`config.mk`:
```
export PLATFORM = sky130hd
export DESIGN_NAME = int_backend_top
export DESIGN_NICKNAME = d
export VERILOG_FILES = /design/src/source/isa_pkg.sv /design/src/source/pipe_pkg.sv /design/src/source/stage_result_if.sv /design/src/source/decode_stage.sv /design/src/source/register_file.sv /design/src/source/hazard_unit.sv /design/src/source/alu_stage.sv /design/src/source/mul_pipe.sv /design/src/source/int_backend_top.sv
export VERILOG_INCLUDE_DIRS = /design/src /design/src/include
export SDC_FILE = /design/constraint.sdc
export NUM_CORES = 2
export LEC_CHECK = 0
export BUFFER_PORTS_ARGS = -buffer_cell sky130_fd_sc_hd__clkbuf_2
export CAP_MARGIN = 20
export CORE_MARGIN = 10
export CORE_UTILIZATION = 70
export CTS_CLUSTER_SIZE = 16
export DETAILED_ROUTE_END_ITERATION = 6
export HOLD_SLACK_MARGIN = 0.08
export PLACE_DENSITY = 0.84
export SLEW_MARGIN = 30
export SYNTH_ARGS = -nofsm -noshare
export SYNTH_HDL_FRONTEND = slang
export SYNTH_SLANG_ARGS = --single-unit
```
`constraint.sdc`:
```
create_clock -name clk_i -period 13.6 [get_ports clk_i]
set_input_delay 2.04 -clock clk_i [delete_from_list [all_inputs] [get_ports clk_i]]
set_output_delay 2.04 -clock clk_i [all_outputs]
set_load 0.05 [all_outputs]
```
`src/include/core_defines.svh`:
```
`ifndef CORE_DEFINES_SVH
`define CORE_DEFINES_SVH

// Register data width.
`define CORE_DATA_WIDTH 32

// Register index width.
`define CORE_REG_ADDR_WIDTH 5

// Shift amount width.
`define CORE_SHAMT_WIDTH 5

// Multiply latency in stages.
`define CORE_MUL_STAGES 5

`endif

```
`src/source/isa_pkg.sv`:
```
`default_nettype none
`include "core_defines.svh"

package isa_pkg;

  typedef enum logic [6:0] {
    R         = 7'b0110011,
    IMMEDIATE = 7'b0010011,
    LOAD      = 7'b0000011,
    STORE     = 7'b0100011,
    BRANCH    = 7'b1100011,
    JAL       = 7'b1101111,
    AUIPC     = 7'b0010111
  } opcode_e;

  typedef struct packed {
    logic [6:0]                     funct7;
    logic [`CORE_REG_ADDR_WIDTH-1:0] rs2;
    logic [`CORE_REG_ADDR_WIDTH-1:0] rs1;
    logic [2:0]                     funct3;
    logic [`CORE_REG_ADDR_WIDTH-1:0] rd;
    opcode_e                        opcode;
  } instruction_t;

  typedef enum logic [3:0] {
    ALU_ADD = 4'd0,
    ALU_SUB = 4'd1,
    ALU_AND = 4'd2,
    ALU_OR  = 4'd3,
    ALU_XOR = 4'd4,
    ALU_SLT = 4'd5,
    ALU_SLL = 4'd6,
    ALU_SRL = 4'd7
  } alu_op_e;

endpackage : isa_pkg

`default_nettype wire

```
`src/source/pipe_pkg.sv`:
```
`default_nettype none
`include "core_defines.svh"

package pipe_pkg;

  // Source usage of the instruction in decode.
  typedef struct packed {
    logic [`CORE_REG_ADDR_WIDTH-1:0] rs1;
    logic [`CORE_REG_ADDR_WIDTH-1:0] rs2;
    logic                           rs1_needed;
    logic                           rs2_needed;
    logic                           is_mul;
  } hazard_ctrl_t;

  typedef struct packed {
    isa_pkg::alu_op_e               alu_op;
    logic [`CORE_DATA_WIDTH-1:0]     operand_a;
    logic [`CORE_DATA_WIDTH-1:0]     operand_b;
    logic [`CORE_REG_ADDR_WIDTH-1:0] rd;      // Zero when nothing is written.
  } alu_req_t;

endpackage : pipe_pkg

`default_nettype wire

```
`src/source/stage_result_if.sv`:
```
`timescale 1ns/1ps
`default_nettype none
`include "core_defines.svh"

interface stage_result_if;

  logic                           valid;
  logic                           wr_en;
  logic [`CORE_REG_ADDR_WIDTH-1:0] wr_reg;
  logic [`CORE_DATA_WIDTH-1:0]     result;

  modport producer (output valid, output wr_en, output wr_reg, output result);
  modport consumer (input valid, input wr_en, input wr_reg, input result);

endinterface : stage_result_if

`default_nettype wire

```
`src/source/decode_stage.sv`:
```
`timescale 1ns/1ps
`default_nettype none
`include "core_defines.svh"

module decode_stage (
  input  logic                         valid_i,
  input  logic                         is_jump_i,
  input  logic                         branch_taken_i,
  input  logic                         stall_i,
  input  isa_pkg::instruction_t        instruction_i,
  input  logic [`CORE_DATA_WIDTH-1:0]  rs1_data_i,
  input  logic [`CORE_DATA_WIDTH-1:0]  rs2_data_i,
  stage_result_if.consumer             mem_res_i,
  stage_result_if.consumer             ex5_res_i,
  stage_result_if.consumer             wb_res_i,
  output logic                         alu_valid_o,
  output logic                         ex_valid_o,
  output logic                         instr_is_wb_o,
  output logic [`CORE_SHAMT_WIDTH-1:0] shamt_o,
  output logic [`CORE_DATA_WIDTH-1:0]  offset_sign_extend_o,
  output pipe_pkg::alu_req_t           alu_req_o,
  output pipe_pkg::hazard_ctrl_t       hazard_signals_o
);

  logic                        executes;
  logic                        valid_instruction;
  isa_pkg::alu_op_e            alu_op;
  logic [`CORE_DATA_WIDTH-1:0] rs1_value;
  logic [`CORE_DATA_WIDTH-1:0] rs2_value;

  // Youngest producer wins.
  function automatic logic [`CORE_DATA_WIDTH-1:0] select_operand(
    input logic [`CORE_REG_ADDR_WIDTH-1:0] src,
    input logic [`CORE_DATA_WIDTH-1:0]     rf_data
  );
    logic [`CORE_DATA_WIDTH-1:0] value;
    value = rf_data;
    if (mem_res_i.valid && mem_res_i.wr_en && mem_res_i.wr_reg == src) begin
      value = mem_res_i.result;
    end else if (ex5_res_i.valid && ex5_res_i.wr_en && ex5_res_i.wr_reg == src) begin
      value = ex5_res_i.result;
    end else if (wb_res_i.valid && wb_res_i.wr_en && wb_res_i.wr_reg == src) begin
      value = wb_res_i.result;
    end
    return value;
  endfunction

  ////////////////////////////////////////////////////////////
  // Register usage
  ////////////////////////////////////////////////////////////

  always_comb begin : register_usage
    hazard_signals_o.rs1        = instruction_i.rs1;
    hazard_signals_o.rs2        = instruction_i.rs2;
    hazard_signals_o.rs1_needed = 1'b0;
    hazard_signals_o.rs2_needed = 1'b0;
    hazard_signals_o.is_mul     = 1'b0;
    instr_is_wb_o               = 1'b0;
    executes                    = 1'b0;
    case (instruction_i.opcode)
      isa_pkg::R: begin
        hazard_signals_o.rs1_needed = 1'b1;
        hazard_signals_o.rs2_needed = 1'b1;
        hazard_signals_o.is_mul     = instruction_i.funct3 == 3'b000 &&
                                      instruction_i.funct7 == 7'b0000001;
        instr_is_wb_o               = 1'b1;
        executes                    = 1'b1;
      end
      isa_pkg::IMMEDIATE: begin
        hazard_signals_o.rs1_needed = 1'b1;
        instr_is_wb_o               = 1'b1;
        executes                    = 1'b1;
      end
      isa_pkg::LOAD: begin
        hazard_signals_o.rs1_needed = 1'b1;
        instr_is_wb_o               = 1'b1;
      end
      isa_pkg::STORE, isa_pkg::BRANCH: begin
        hazard_signals_o.rs1_needed = 1'b1;
        hazard_signals_o.rs2_needed = 1'b1;
      end
      isa_pkg::JAL, isa_pkg::AUIPC: instr_is_wb_o = 1'b1;
      default: ;
    endcase
  end

  always_comb begin : offset_computation
    case (instruction_i.opcode)
      isa_pkg::IMMEDIATE, isa_pkg::LOAD:
        offset_sign_extend_o = {{20{instruction_i[31]}}, instruction_i[31:20]};
      isa_pkg::STORE:
        offset_sign_extend_o = {{20{instruction_i[31]}}, instruction_i[31:25],
                                instruction_i[11:7]};
      isa_pkg::BRANCH:
        offset_sign_extend_o = {{20{instruction_i[31]}}, instruction_i[7],
                                instruction_i[30:25], instruction_i[11:8], 1'b0};
      isa_pkg::JAL:
        offset_sign_extend_o = {{12{instruction_i[31]}}, instruction_i[19:12],
                                instruction_i[20], instruction_i[30:21], 1'b0};
      isa_pkg::AUIPC:
        offset_sign_extend_o = {instruction_i[31:12], 12'b0};
      default:
        offset_sign_extend_o = '0;
    endcase
  end

  assign shamt_o = instruction_i[20 +: `CORE_SHAMT_WIDTH];

  ////////////////////////////////////////////////////////////
  // Operation and operands
  ////////////////////////////////////////////////////////////

  always_comb begin : alu_op_select
    case (instruction_i.funct3)
      3'b000:  alu_op = (instruction_i.opcode == isa_pkg::R && instruction_i.funct7[5]) ?
                        isa_pkg::ALU_SUB : isa_pkg::ALU_ADD;
      3'b111:  alu_op = isa_pkg::ALU_AND;
      3'b110:  alu_op = isa_pkg::ALU_OR;
      3'b100:  alu_op = isa_pkg::ALU_XOR;
      3'b010:  alu_op = isa_pkg::ALU_SLT;
      3'b001:  alu_op = isa_pkg::ALU_SLL;
      3'b101:  alu_op = isa_pkg::ALU_SRL;
      default: alu_op = isa_pkg::ALU_ADD;
    endcase
  end

  always_comb begin : operand_select
    rs1_value = select_operand(instruction_i.rs1, rs1_data_i);
    rs2_value = select_operand(instruction_i.rs2, rs2_data_i);
  end

  always_comb begin : request_build
    alu_req_o.alu_op    = alu_op;
    alu_req_o.operand_a = rs1_value;
    alu_req_o.operand_b = rs2_value;
    alu_req_o.rd        = executes ? instruction_i.rd : '0;  // x0 means no write.
    if (instruction_i.opcode == isa_pkg::IMMEDIATE) begin
      if (alu_op == isa_pkg::ALU_SLL || alu_op == isa_pkg::ALU_SRL) begin
        alu_req_o.operand_b = {{(`CORE_DATA_WIDTH-`CORE_SHAMT_WIDTH){1'b0}}, shamt_o};
      end else begin
        alu_req_o.operand_b = offset_sign_extend_o;
      end
    end
  end

  assign valid_instruction = valid_i & ~stall_i & ~is_jump_i & ~branch_taken_i;
  assign alu_valid_o       = valid_instruction & ~hazard_signals_o.is_mul;
  assign ex_valid_o        = valid_instruction & hazard_signals_o.is_mul;

endmodule : decode_stage

`default_nettype wire

```
`src/source/register_file.sv`:
```
`timescale 1ns/1ps
`default_nettype none
`include "core_defines.svh"

module register_file (
  input  logic                            clk_i,
  input  logic                            arst_n_i,
  input  logic [`CORE_REG_ADDR_WIDTH-1:0] rs1_addr_i,
  input  logic [`CORE_REG_ADDR_WIDTH-1:0] rs2_addr_i,
  output logic [`CORE_DATA_WIDTH-1:0]     rs1_data_o,
  output logic [`CORE_DATA_WIDTH-1:0]     rs2_data_o,
  stage_result_if.consumer                wb_i
);

  localparam int NUM_REGS = 2 ** `CORE_REG_ADDR_WIDTH;

  logic [`CORE_DATA_WIDTH-1:0] regs_q [NUM_REGS];

  always_ff @(posedge clk_i or negedge arst_n_i) begin : write_port
    if (!arst_n_i) begin
      for (int i = 0; i < NUM_REGS; i++) begin
        regs_q[i] <= '0;
      end
    end else if (wb_i.valid && wb_i.wr_en && wb_i.wr_reg != '0) begin
      regs_q[wb_i.wr_reg] <= wb_i.result;
    end
  end

  assign rs1_data_o = (rs1_addr_i == '0) ? '0 : regs_q[rs1_addr_i];  // x0 is hardwired.
  assign rs2_data_o = (rs2_addr_i == '0) ? '0 : regs_q[rs2_addr_i];

endmodule : register_file

`default_nettype wire

```
`src/source/hazard_unit.sv`:
```
`timescale 1ns/1ps
`default_nettype none
`include "core_defines.svh"

module hazard_unit (
  input  pipe_pkg::hazard_ctrl_t          hazard_signals_i,
  input  logic                            instr_is_wb_i,
  input  logic [`CORE_REG_ADDR_WIDTH-1:0] rd_i,
  input  logic                            valid_i,
  input  logic                            alu_stage_valid_i,
  input  logic [`CORE_REG_ADDR_WIDTH-1:0] alu_stage_rd_i,
  input  logic [`CORE_MUL_STAGES-2:0]     mul_valid_i,
  input  logic [`CORE_REG_ADDR_WIDTH-1:0] mul_rd_i [`CORE_MUL_STAGES-1],
  output logic                            issue_stall_o
);

  always_comb begin : stall_logic
    logic raw_alu;
    logic raw_mul;
    logic waw_mul;
    logic wb_port;
    raw_alu = alu_stage_valid_i &&
              ((hazard_signals_i.rs1_needed && hazard_signals_i.rs1 == alu_stage_rd_i) ||
               (hazard_signals_i.rs2_needed && hazard_signals_i.rs2 == alu_stage_rd_i));
    raw_mul = 1'b0;
    waw_mul = 1'b0;
    for (int i = 0; i < `CORE_MUL_STAGES - 1; i++) begin
      if (mul_valid_i[i]) begin
        raw_mul |= (hazard_signals_i.rs1_needed && hazard_signals_i.rs1 == mul_rd_i[i]) ||
                   (hazard_signals_i.rs2_needed && hazard_signals_i.rs2 == mul_rd_i[i]);
        waw_mul |= instr_is_wb_i && rd_i == mul_rd_i[i];
      end
    end
    wb_port       = !hazard_signals_i.is_mul && mul_valid_i[2];  // MUL in ex3 meets it at wb.
    issue_stall_o = valid_i && (raw_alu || raw_mul || waw_mul || wb_port);
  end

endmodule : hazard_unit

`default_nettype wire

```
`src/source/alu_stage.sv`:
```
`timescale 1ns/1ps
`default_nettype none
`include "core_defines.svh"

module alu_stage (
  input  logic                            clk_i,
  input  logic                            arst_n_i,
  input  logic                            valid_i,
  input  pipe_pkg::alu_req_t              req_i,
  output logic                            stage_valid_o,
  output logic [`CORE_REG_ADDR_WIDTH-1:0] stage_rd_o,
  stage_result_if.producer                mem_res_o
);

  logic                            valid_q;
  pipe_pkg::alu_req_t              req_q;
  logic [`CORE_DATA_WIDTH-1:0]     alu_result;
  logic                            mem_valid_q;
  logic [`CORE_REG_ADDR_WIDTH-1:0] mem_rd_q;
  logic [`CORE_DATA_WIDTH-1:0]     mem_result_q;

  always_ff @(posedge clk_i or negedge arst_n_i) begin : valid_regs
    if (!arst_n_i) begin
      valid_q     <= 1'b0;
      mem_valid_q <= 1'b0;
    end else begin
      valid_q     <= valid_i;
      mem_valid_q <= valid_q;
    end
  end

  always_ff @(posedge clk_i) begin : payload_regs
    req_q        <= req_i;
    mem_rd_q     <= req_q.rd;
    mem_result_q <= alu_result;
  end

  always_comb begin : compute
    case (req_q.alu_op)
      isa_pkg::ALU_ADD: alu_result = req_q.operand_a + req_q.operand_b;
      isa_pkg::ALU_SUB: alu_result = req_q.operand_a - req_q.operand_b;
      isa_pkg::ALU_AND: alu_result = req_q.operand_a & req_q.operand_b;
      isa_pkg::ALU_OR:  alu_result = req_q.operand_a | req_q.operand_b;
      isa_pkg::ALU_XOR: alu_result = req_q.operand_a ^ req_q.operand_b;
      isa_pkg::ALU_SLT: alu_result = {{(`CORE_DATA_WIDTH-1){1'b0}},
                                      $signed(req_q.operand_a) < $signed(req_q.operand_b)};
      isa_pkg::ALU_SLL: alu_result = req_q.operand_a << req_q.operand_b[`CORE_SHAMT_WIDTH-1:0];
      isa_pkg::ALU_SRL: alu_result = req_q.operand_a >> req_q.operand_b[`CORE_SHAMT_WIDTH-1:0];
      default:          alu_result = '0;
    endcase
  end

  assign stage_valid_o    = valid_q;
  assign stage_rd_o       = req_q.rd;
  assign mem_res_o.valid  = mem_valid_q;
  assign mem_res_o.wr_en  = |mem_rd_q;  // Retired no-ops carry x0.
  assign mem_res_o.wr_reg = mem_rd_q;
  assign mem_res_o.result = mem_result_q;

  mem_result_known: assert property (@(posedge clk_i) disable iff (!arst_n_i)
    mem_valid_q && |mem_rd_q |-> !$isunknown(mem_result_q))
    else $error("Memory stage writes an unknown result.");

endmodule : alu_stage

`default_nettype wire

```
`src/source/mul_pipe.sv`:
```
`timescale 1ns/1ps
`default_nettype none
`include "core_defines.svh"

module mul_pipe (
  input  logic                            clk_i,
  input  logic                            arst_n_i,
  input  logic                            valid_i,
  input  logic [`CORE_DATA_WIDTH-1:0]     operand_a_i,
  input  logic [`CORE_DATA_WIDTH-1:0]     operand_b_i,
  input  logic [`CORE_REG_ADDR_WIDTH-1:0] rd_i,
  output logic [`CORE_MUL_STAGES-2:0]     mul_valid_o,
  output logic [`CORE_REG_ADDR_WIDTH-1:0] mul_rd_o [`CORE_MUL_STAGES-1],
  stage_result_if.producer                ex5_res_o
);

  logic [`CORE_MUL_STAGES-1:0]     valid_q;
  logic [`CORE_REG_ADDR_WIDTH-1:0] rd_q [`CORE_MUL_STAGES];
  logic [`CORE_DATA_WIDTH-1:0]     prod_q [`CORE_MUL_STAGES];

  always_ff @(posedge clk_i or negedge arst_n_i) begin : valid_shift
    if (!arst_n_i) begin
      valid_q <= '0;
    end else begin
      valid_q <= {valid_q[`CORE_MUL_STAGES-2:0], valid_i};
    end
  end

  always_ff @(posedge clk_i) begin : payload_shift
    rd_q[0]   <= rd_i;
    prod_q[0] <= operand_a_i * operand_b_i;  // Low half only.
    for (int i = 1; i < `CORE_MUL_STAGES; i++) begin
      rd_q[i]   <= rd_q[i-1];
      prod_q[i] <= prod_q[i-1];
    end
  end

  assign mul_valid_o = valid_q[`CORE_MUL_STAGES-2:0];

  always_comb begin : status_out
    for (int i = 0; i < `CORE_MUL_STAGES - 1; i++) begin
      mul_rd_o[i] = rd_q[i];
    end
  end

  assign ex5_res_o.valid  = valid_q[`CORE_MUL_STAGES-1];
  assign ex5_res_o.wr_en  = 1'b1;
  assign ex5_res_o.wr_reg = rd_q[`CORE_MUL_STAGES-1];
  assign ex5_res_o.result = prod_q[`CORE_MUL_STAGES-1];

endmodule : mul_pipe

`default_nettype wire

```
`src/source/int_backend_top.sv`:
```
`timescale 1ns/1ps
`default_nettype none
`include "core_defines.svh"

module int_backend_top (
  input  logic                            clk_i,
  input  logic                            arst_n_i,
  input  logic                            instr_valid_i,
  input  logic [31:0]                     instr_i,
  output logic                            issue_stall_o,
  output logic                            wb_valid_o,
  output logic [`CORE_REG_ADDR_WIDTH-1:0] wb_reg_o,
  output logic [`CORE_DATA_WIDTH-1:0]     wb_data_o
);

  isa_pkg::instruction_t           instr;
  pipe_pkg::hazard_ctrl_t          hazard_signals;
  pipe_pkg::alu_req_t              alu_req;
  logic                            alu_valid;
  logic                            ex_valid;
  logic                            instr_is_wb;
  logic [`CORE_DATA_WIDTH-1:0]     rs1_data;
  logic [`CORE_DATA_WIDTH-1:0]     rs2_data;
  logic                            alu_stage_valid;
  logic [`CORE_REG_ADDR_WIDTH-1:0] alu_stage_rd;
  logic [`CORE_MUL_STAGES-2:0]     mul_valid;
  logic [`CORE_REG_ADDR_WIDTH-1:0] mul_rd [`CORE_MUL_STAGES-1];

  stage_result_if mem_res ();
  stage_result_if ex5_res ();
  stage_result_if wb_res ();

  assign instr = isa_pkg::instruction_t'(instr_i);

  decode_stage decode_stage_inst (
    .valid_i              (instr_valid_i),
    .is_jump_i            (1'b0),            // Front end not present.
    .branch_taken_i       (1'b0),
    .stall_i              (issue_stall_o),
    .instruction_i        (instr),
    .rs1_data_i           (rs1_data),
    .rs2_data_i           (rs2_data),
    .mem_res_i            (mem_res.consumer),
    .ex5_res_i            (ex5_res.consumer),
    .wb_res_i             (wb_res.consumer),
    .alu_valid_o          (alu_valid),
    .ex_valid_o           (ex_valid),
    .instr_is_wb_o        (instr_is_wb),
    .shamt_o              (),
    .offset_sign_extend_o (),
    .alu_req_o            (alu_req),
    .hazard_signals_o     (hazard_signals)
  );

  register_file register_file_inst (
    .clk_i      (clk_i),
    .arst_n_i   (arst_n_i),
    .rs1_addr_i (instr.rs1),
    .rs2_addr_i (instr.rs2),
    .rs1_data_o (rs1_data),
    .rs2_data_o (rs2_data),
    .wb_i       (wb_res.consumer)
  );

  hazard_unit hazard_unit_inst (
    .hazard_signals_i  (hazard_signals),
    .instr_is_wb_i     (instr_is_wb),
    .rd_i              (instr.rd),
    .valid_i           (instr_valid_i),
    .alu_stage_valid_i (alu_stage_valid),
    .alu_stage_rd_i    (alu_stage_rd),
    .mul_valid_i       (mul_valid),
    .mul_rd_i          (mul_rd),
    .issue_stall_o     (issue_stall_o)
  );

  alu_stage alu_stage_inst (
    .clk_i         (clk_i),
    .arst_n_i      (arst_n_i),
    .valid_i       (alu_valid),
    .req_i         (alu_req),
    .stage_valid_o (alu_stage_valid),
    .stage_rd_o    (alu_stage_rd),
    .mem_res_o     (mem_res.producer)
  );

  mul_pipe mul_pipe_inst (
    .clk_i       (clk_i),
    .arst_n_i    (arst_n_i),
    .valid_i     (ex_valid),
    .operand_a_i (alu_req.operand_a),
    .operand_b_i (alu_req.operand_b),
    .rd_i        (alu_req.rd),
    .mul_valid_o (mul_valid),
    .mul_rd_o    (mul_rd),
    .ex5_res_o   (ex5_res.producer)
  );

  ////////////////////////////////////////////////////////////
  // Writeback register
  ////////////////////////////////////////////////////////////

  always_ff @(posedge clk_i or negedge arst_n_i) begin : wb_valid_reg
    if (!arst_n_i) begin
      wb_res.valid <= 1'b0;
    end else begin
      wb_res.valid <= mem_res.valid | ex5_res.valid;
    end
  end

  always_ff @(posedge clk_i) begin : wb_payload_reg
    if (ex5_res.valid) begin
      wb_res.wr_en  <= ex5_res.wr_en;
      wb_res.wr_reg <= ex5_res.wr_reg;
      wb_res.result <= ex5_res.result;
    end else begin
      wb_res.wr_en  <= mem_res.wr_en;
      wb_res.wr_reg <= mem_res.wr_reg;
      wb_res.result <= mem_res.result;
    end
  end

  assign wb_valid_o = wb_res.valid & wb_res.wr_en;  // No-ops retire silently.
  assign wb_reg_o   = wb_res.wr_reg;
  assign wb_data_o  = wb_res.result;

  single_wb_source: assert property (@(posedge clk_i) disable iff (!arst_n_i)
    !(mem_res.valid && ex5_res.valid))
    else $error("Memory stage and multiply stage 5 valid in the same cycle.");

endmodule : int_backend_top

`default_nettype wire

```
After elaboration in Yosys (flattened, before gate mapping):

Memories as Yosys holds them, arrays and structs flattened.
Cells that the tools add are included.

* add/subtract/negate cells: 2
* $mul: 1
* order comparisons: 5
* equality and inequality tests: 43
* shift-type cells: 2
* multiplexer cells: 39
* bitwise logic cells: 19
* reductions and logical operators: 50

Operators with widths (count)
* bitwise mux 1024 bit: 1
* 2-to-1 mux 32 bit: 16
* binary-select mux 32 bit (select 5 bit): 2
* one-hot mux 32 bit (8 select lines): 1
* demux 32 bit (select 5 bit): 1
* one-hot mux 32 bit (5 select lines): 1
* equality test 5 bit: 20
* adder 32 bit: 1
* AND 32 bit: 1
* < comparator 32 bit: 1
* multiplier 32 x 32 -> 32 bit: 1
* bitwise OR 32 bit: 1
* << shifter 32 x 5 -> 32 bit: 1
* right shift 32 x 5 -> 32 bit: 1
* subtractor 32 bit: 1
* bitwise XOR 32 bit: 1
* logical AND 1 bit: 29
* one-hot mux 4 bit (7 select lines): 1
* equality test 4 x 3 -> 1 bit, second input constant: 6
* greater-or-equal comparator 6 bit, second input constant: 3
* NOT 5 -> 6 bit: 3
* OR reduction 5 bit: 3
* equality test 7 x 5 -> 1 bit, second input constant: 2
* equality test 7 x 6 -> 1 bit, second input constant: 2
* 22 further kinds: 61

* bits in registers: 1180
* bits in writable memories: 185
* output and inout bits: 39
* memories kept: 2

Memories
* mul_pipe_inst.prod_q: words 5, width 32, read ports 5, clocked after memory_dff 0, write ports 5, line mul_pipe.sv:19 `` logic [`CORE_DATA_WIDTH-1:0] prod_q [`CORE_MUL_STAGES]; ``
* mul_pipe_inst.rd_q: words 5, width 5, read ports 5, clocked after memory_dff 0, write ports 5, line mul_pipe.sv:18 `` logic [`CORE_REG_ADDR_WIDTH-1:0] rd_q [`CORE_MUL_STAGES]; ``

Longest topological paths before layout:

* depth after elaboration: 19
* gate-level depth with buffers: 43
* mapped depth without buffers: 37

Modules after synthesis:

A second synthesis with hierarchy kept.

* cell total of the unflattened synthesis: 7779
* area total of the unflattened synthesis: 90553.1 µm²

By module, submodules not included
* register_file: times used 1, cells an instance 3788, area an instance 54562.3 µm², seq. area each 25624.6 µm²
* mul_pipe: times used 1, cells an instance 1922, area an instance 19846.5 µm², seq. area each 3828.7 µm²
* alu_stage: times used 1, cells an instance 1296, area an instance 10232.3 µm², seq. area each 2252.2 µm²
* decode_stage: times used 1, cells an instance 573, area an instance 3684.8 µm², seq. area each 0.0 µm²
* int_backend_top: times used 1, cells an instance 84, area an instance 1301.2 µm², seq. area each 785.8 µm²
* hazard_unit: times used 1, cells an instance 116, area an instance 925.9 µm², seq. area each 0.0 µm²

Worst setup path before layout:

No wires, ideal clock.

* path type: in2reg
* from: input instr_i[20]
* to: memory mul_pipe_inst.prod_q[0][31] in the netlist's numbering
* arrival: 10.696 ns
* required time: 13.478 ns
* setup slack: 2.782 ns
* stages on the path: 38
* buffers on the path: 6
* path through: buf_6 -> buf_8 -> buf_6 -> buf_2 -> mux4_2 -> mux4_2 -> a22oi_1 -> a31oi_1 -> a21boi_1 -> clkbuf_1 -> buf_1 -> nor2_1 -> fa_1 -> inv_1 -> fa_1 -> fa_1 -> fa_1 -> inv_1 -> [... 2 more ...] -> fa_1 -> inv_1 -> fa_1 -> fa_1 -> ha_1 -> a21oi_1 -> nor2b_1 -> o21ai_0 -> nand2b_1 -> a21oi_1 -> nor2b_1 -> o21ai_0 -> nand2b_1 -> a21oi_1 -> o41ai_1 -> a31oi_1 -> o21ai_0 -> xnor2_1

RTL lines
* start: declaration: line int_backend_top.sv:9 `input logic [31:0] instr_i,`
* end: declaration: line mul_pipe.sv:19

==> impl_results.md <==
* Root buf cell: clkbuf_16
* Cell Area, Synth at 0.0877 sq mm
* Worst endpoint required time at between 10 and 15 ns
* Layout cells sized above 1 at 0.308
* Largest registers: register_file_inst.regs_q x1024, mul_pipe_inst.prod_q x160, alu_stage_inst.req_q x67
* Initial antenna violation count at 25
* Place WS at around 1.2 ns
* Ys flop type: dfrtp_1
* Final core utilization at 0.759
* Reg2Reg Depth at 33
* Htree depth at 4
* Hold depth at 0
* RePlAce Congestion at between 1 and 1.5
* Fin crit share at 0.875
* Layout Nets at 7795
* Met3 usage at 0.186
* Fmax at 84.0 MHz
* Core region area at about 0.12 sq mm
* Gr busiest metal: met2
* GRT Total Usage at 0.429
* Area grow syn2layout at 7.44%
* First-pass GRT wire length at ~450000 um
* FP Rows at about 130
* Die width at between 300 and 400 um
* Met1 layer usage reported by global route at 0.529
* Post-synthesis mux area share at 0.295
* PD cells at between 90 and 100 mW/mm^2
* Cells after Synth at around 7.3k
* Cell family with most CP delay: adder cells
* Net count after synthesis at roughly 8k
* Largest net degree at the start of global routing at 180
* GR Overflow Total at 0
* # Post-CTS Setup Buffers at 0
* RSZ-0062 raised after global routing: false
* Total CTS buffers at 140
* Most flop-heavy register: register_file_inst.regs_q
* Count of pins over their slew limit at 0
* Synth Area in Compound Gates at 0.0715
* CTS max path bufs at 3
* Sum Neg Setup Slack at 0 ns
* Adder-Cell Fraction of Synth Area at 0.125
* Critical path peak fanout at 34
* Initial Util at 0.707
* LEAKAGE at 43.5 nW
* DR vias/cell at around 7.5
* CTS tree: built
* Worst Tran Pin Value at approximately 1.1 ns
* Failing checks: DRC
* Largest family of logic cells by synthesized area: multiplexers
* Non-Filler Instances at roughly 8.9k
* Number of flops mapped to enable cells by yosys at 0
* Max IR drop VDD at 0.167 mV
* Sequential fraction of the synthesis area at 0.368
* Die height at around 370 um
* Vias at between 60k and 70k
* CP Class: primary input to register
* Unique masters post-synth at 98
* Worst skew pair latency at between 0.8 and 0.9 ns
* Starting DRT DRC Count at 9883
* Worst hold path class: register to register
* WP buf/inv at 8
* First-pass detailed-route iteration total at 7
* Total Wirelength at 303000 um
* DRC violations left at between 40 and 50
* Number of flip-flops under the largest register name at a little over 1k
* Routing usage on met2 at 0.605
* Slew headroom at 0.251
* Hold Buf Count CTS at 0
* YS warnings at 0
* Worst-path clk slew at 0.06 ns
* Worst Setup End Kind: register
* Crit start category: primary input
* I/O pin cnt at between 70 and 80
* Setup violators final at 0
* Number of buffers added on ports at 73
* Post-Synth Simple-Gate Area at 0.0630
* Max_cap viols at 0
* Most used cell, CP: xnor2_1
* ANT nets after route at 0
* Number of global-route vias before repair at ~69k
* Post-synthesis xor/xnor area fraction at 0.0174
* Worst Skew at approximately 0.05 ns
* CP max-delay cell: mux2i_1
* Status: complete, but fails checks
* DR WL/cell at ~34 um
* Fin crit period at around 12 ns
* Flops & latches, synth at ~1.4k
* Placed Instances at about 8.6k
* Critical Path Max Stage Delay at between 0.6 and 0.7 ns
* Die area at ~0.14 sq mm
* Worst EP arrival at between 10 and 15 ns
* Hold Fails Final Rpt at 0
* Final WS setup at about 1.7 ns
* Post-Syn Area per Cell at roughly 12 sq um
* Post-DP HPWL at approximately 190000 um
* Post-CTS sizing at 0
* Clk sinks at around 1.4k
* Crit. path cell count at 34
* Async set-reset flop share out of synthesis at 0.762
-- worst reg2reg max path: cells and delay by family (launching register included) --
family / cells / cell delay [ns]
and+or+nand+nor: 4 / 1.94
DFF: 1 / 0.34
buffers and inverters: 8 / 2.27
AOI/OAI and AO/OA: 1 / 0.20
xor gates and xnor gates: 12 / 2.29
adders and majority gates: 8 / 3.47
-- where the power goes --
group	internal [mW]	total (mW)	leakage, nW	switching, mW
combinational	0.220	0.795	24.1	0.575
clock	2.25	4.00	2.31	1.75
sequential	4.07	4.14	17.0	0.0740
total	6.54	8.94	43.5	2.40
-- metal layers --
metal,vias to the layer above,part of all wire
met4,30,0.091
met3,1900,0.16
met5,-,0.0013
met1,33147,0.33
met2,6132,0.42
li1,25569,-
-- area by class of cell --
| class | instances | area, sq um |
|---|---|---|
| Multi-Input combinational cell | 4693 | 50500 |
| Sequential cell | 1354 | 32300 |
| Fill cell | 7325 | 29900 |
| Clock buffer | 204 | 4110 |
| Inverter | 653 | 2450 |
| Timing Repair Buffer | 288 | 2250 |
| Tap cell | 1637 | 2050 |
| Clock inverter | 51 | 601 |
| Antenna cell | 6 | 15.0 |
-- stage by stage --
stage | instance area (sq um) | hold WS, ns | total power [mW]
after floorplan | 87700 | 0.310 | 4.64
after CTS | 94100 | 0.318 | 8.88
after global placement | 89400 | 0.310 | 4.95
after detailed placement | 89400 | 0.312 | 4.97
after global routing | 94200 | 0.320 | 9.11
final | 94200 | 0.301 | 8.94
-- synth_stat cells (all sizes together) (27+ instances only) --
master | number | share of area
o22ai | 69 | 0.0051
nand3 | 47 | 0.0027
dfrtp | 1032 | 0.29
nor2 | 422 | 0.018
xnor2 | 110 | 0.011
xor2 | 55 | 0.0055
mux2i | 134 | 0.015
o221ai | 39 | 0.0040
a221oi | 43 | 0.0045
nor3 | 32 | 0.0018
nand2 | 457 | 0.020
o211ai | 32 | 0.0027
dfxtp | 322 | 0.073
buf | 230 | 0.015
inv | 648 | 0.028
clkbuf | 384 | 0.016
nor2b | 69 | 0.0049
a22oi | 75 | 0.0065
ha | 220 | 0.031
fa | 410 | 0.094
o21bai | 37 | 0.0032
o21ai | 184 | 0.011
a21oi | 176 | 0.010
a221o | 27 | 0.0031
mux4 | 573 | 0.15
and2 | 81 | 0.0058
a211oi | 30 | 0.0026
mux2 | 1036 | 0.13
-- worst paths after layout --
| kind | endpoint | startpoint | slack, ns |
|---|---|---|---|
| setup / recovery | mul_pipe_inst.prod_q[0][31] | instr_i[20] | 1.70 |
| hold / removal | mul_pipe_inst.prod_q[4][2] | mul_pipe_inst.prod_q[3][2] | 0.30 |
| setup reg to reg | mul_pipe_inst.prod_q[0][31] | mul_pipe_inst.valid_q[4] | 3.03 |
| hold reg to reg | mul_pipe_inst.prod_q[4][2] | mul_pipe_inst.prod_q[3][2] | 0.30 |
| max in group asynchronous | mul_pipe_inst.valid_q[4] | arst_n_i | 10.07 |
| min in group asynchronous | register_file_inst.regs_q[293] | arst_n_i | 1.28 |
-- logic make-up after synthesis --
logic type,Yosys count
compound gates,912
xor+xnor,168
fa+ha+maj,630
buf+inv,1267
flops,1354
mux,1743
simple gates,1240
-- cell usage in the layout, fill, tap and decap left out, types with 19 or more instances in the layout --
master     netlist  final
dfxtp_1        322    314
nand3_1         47     47
o21ai_0        161    160
nand2_1        457    446
buf_4           29    200
dfrtp_1       1032   1031
a21oi_1        175    174
o22ai_1         68     68
nor2_1         420    399
inv_1          637    637
clkbuf_16        0    143
xor2_1          55     55
mux2i_1        134    134
xnor2_1        108    108
clkinv_2         0     24
o21ai_1         21     19
mux4_2         573    573
o221ai_1        38     38
a22oi_1         74     74
a31oi_1         24     24
o211ai_1        32     32
nor2b_1         69     63
nand4_1         22     22
mux2_2        1036   1036
nor3_1          32     30
clkbuf_8         0     30
clkbuf_2         0     65
fa_1           410    410
a211oi_1        30     30
clkbuf_1       384     31
o21bai_1        37     37
ha_1           220    220
a221o_1         27     27
a221oi_1        42     42
and2_1          81     81
a21o_1          26     26
(Power assumes the default switching activity.)
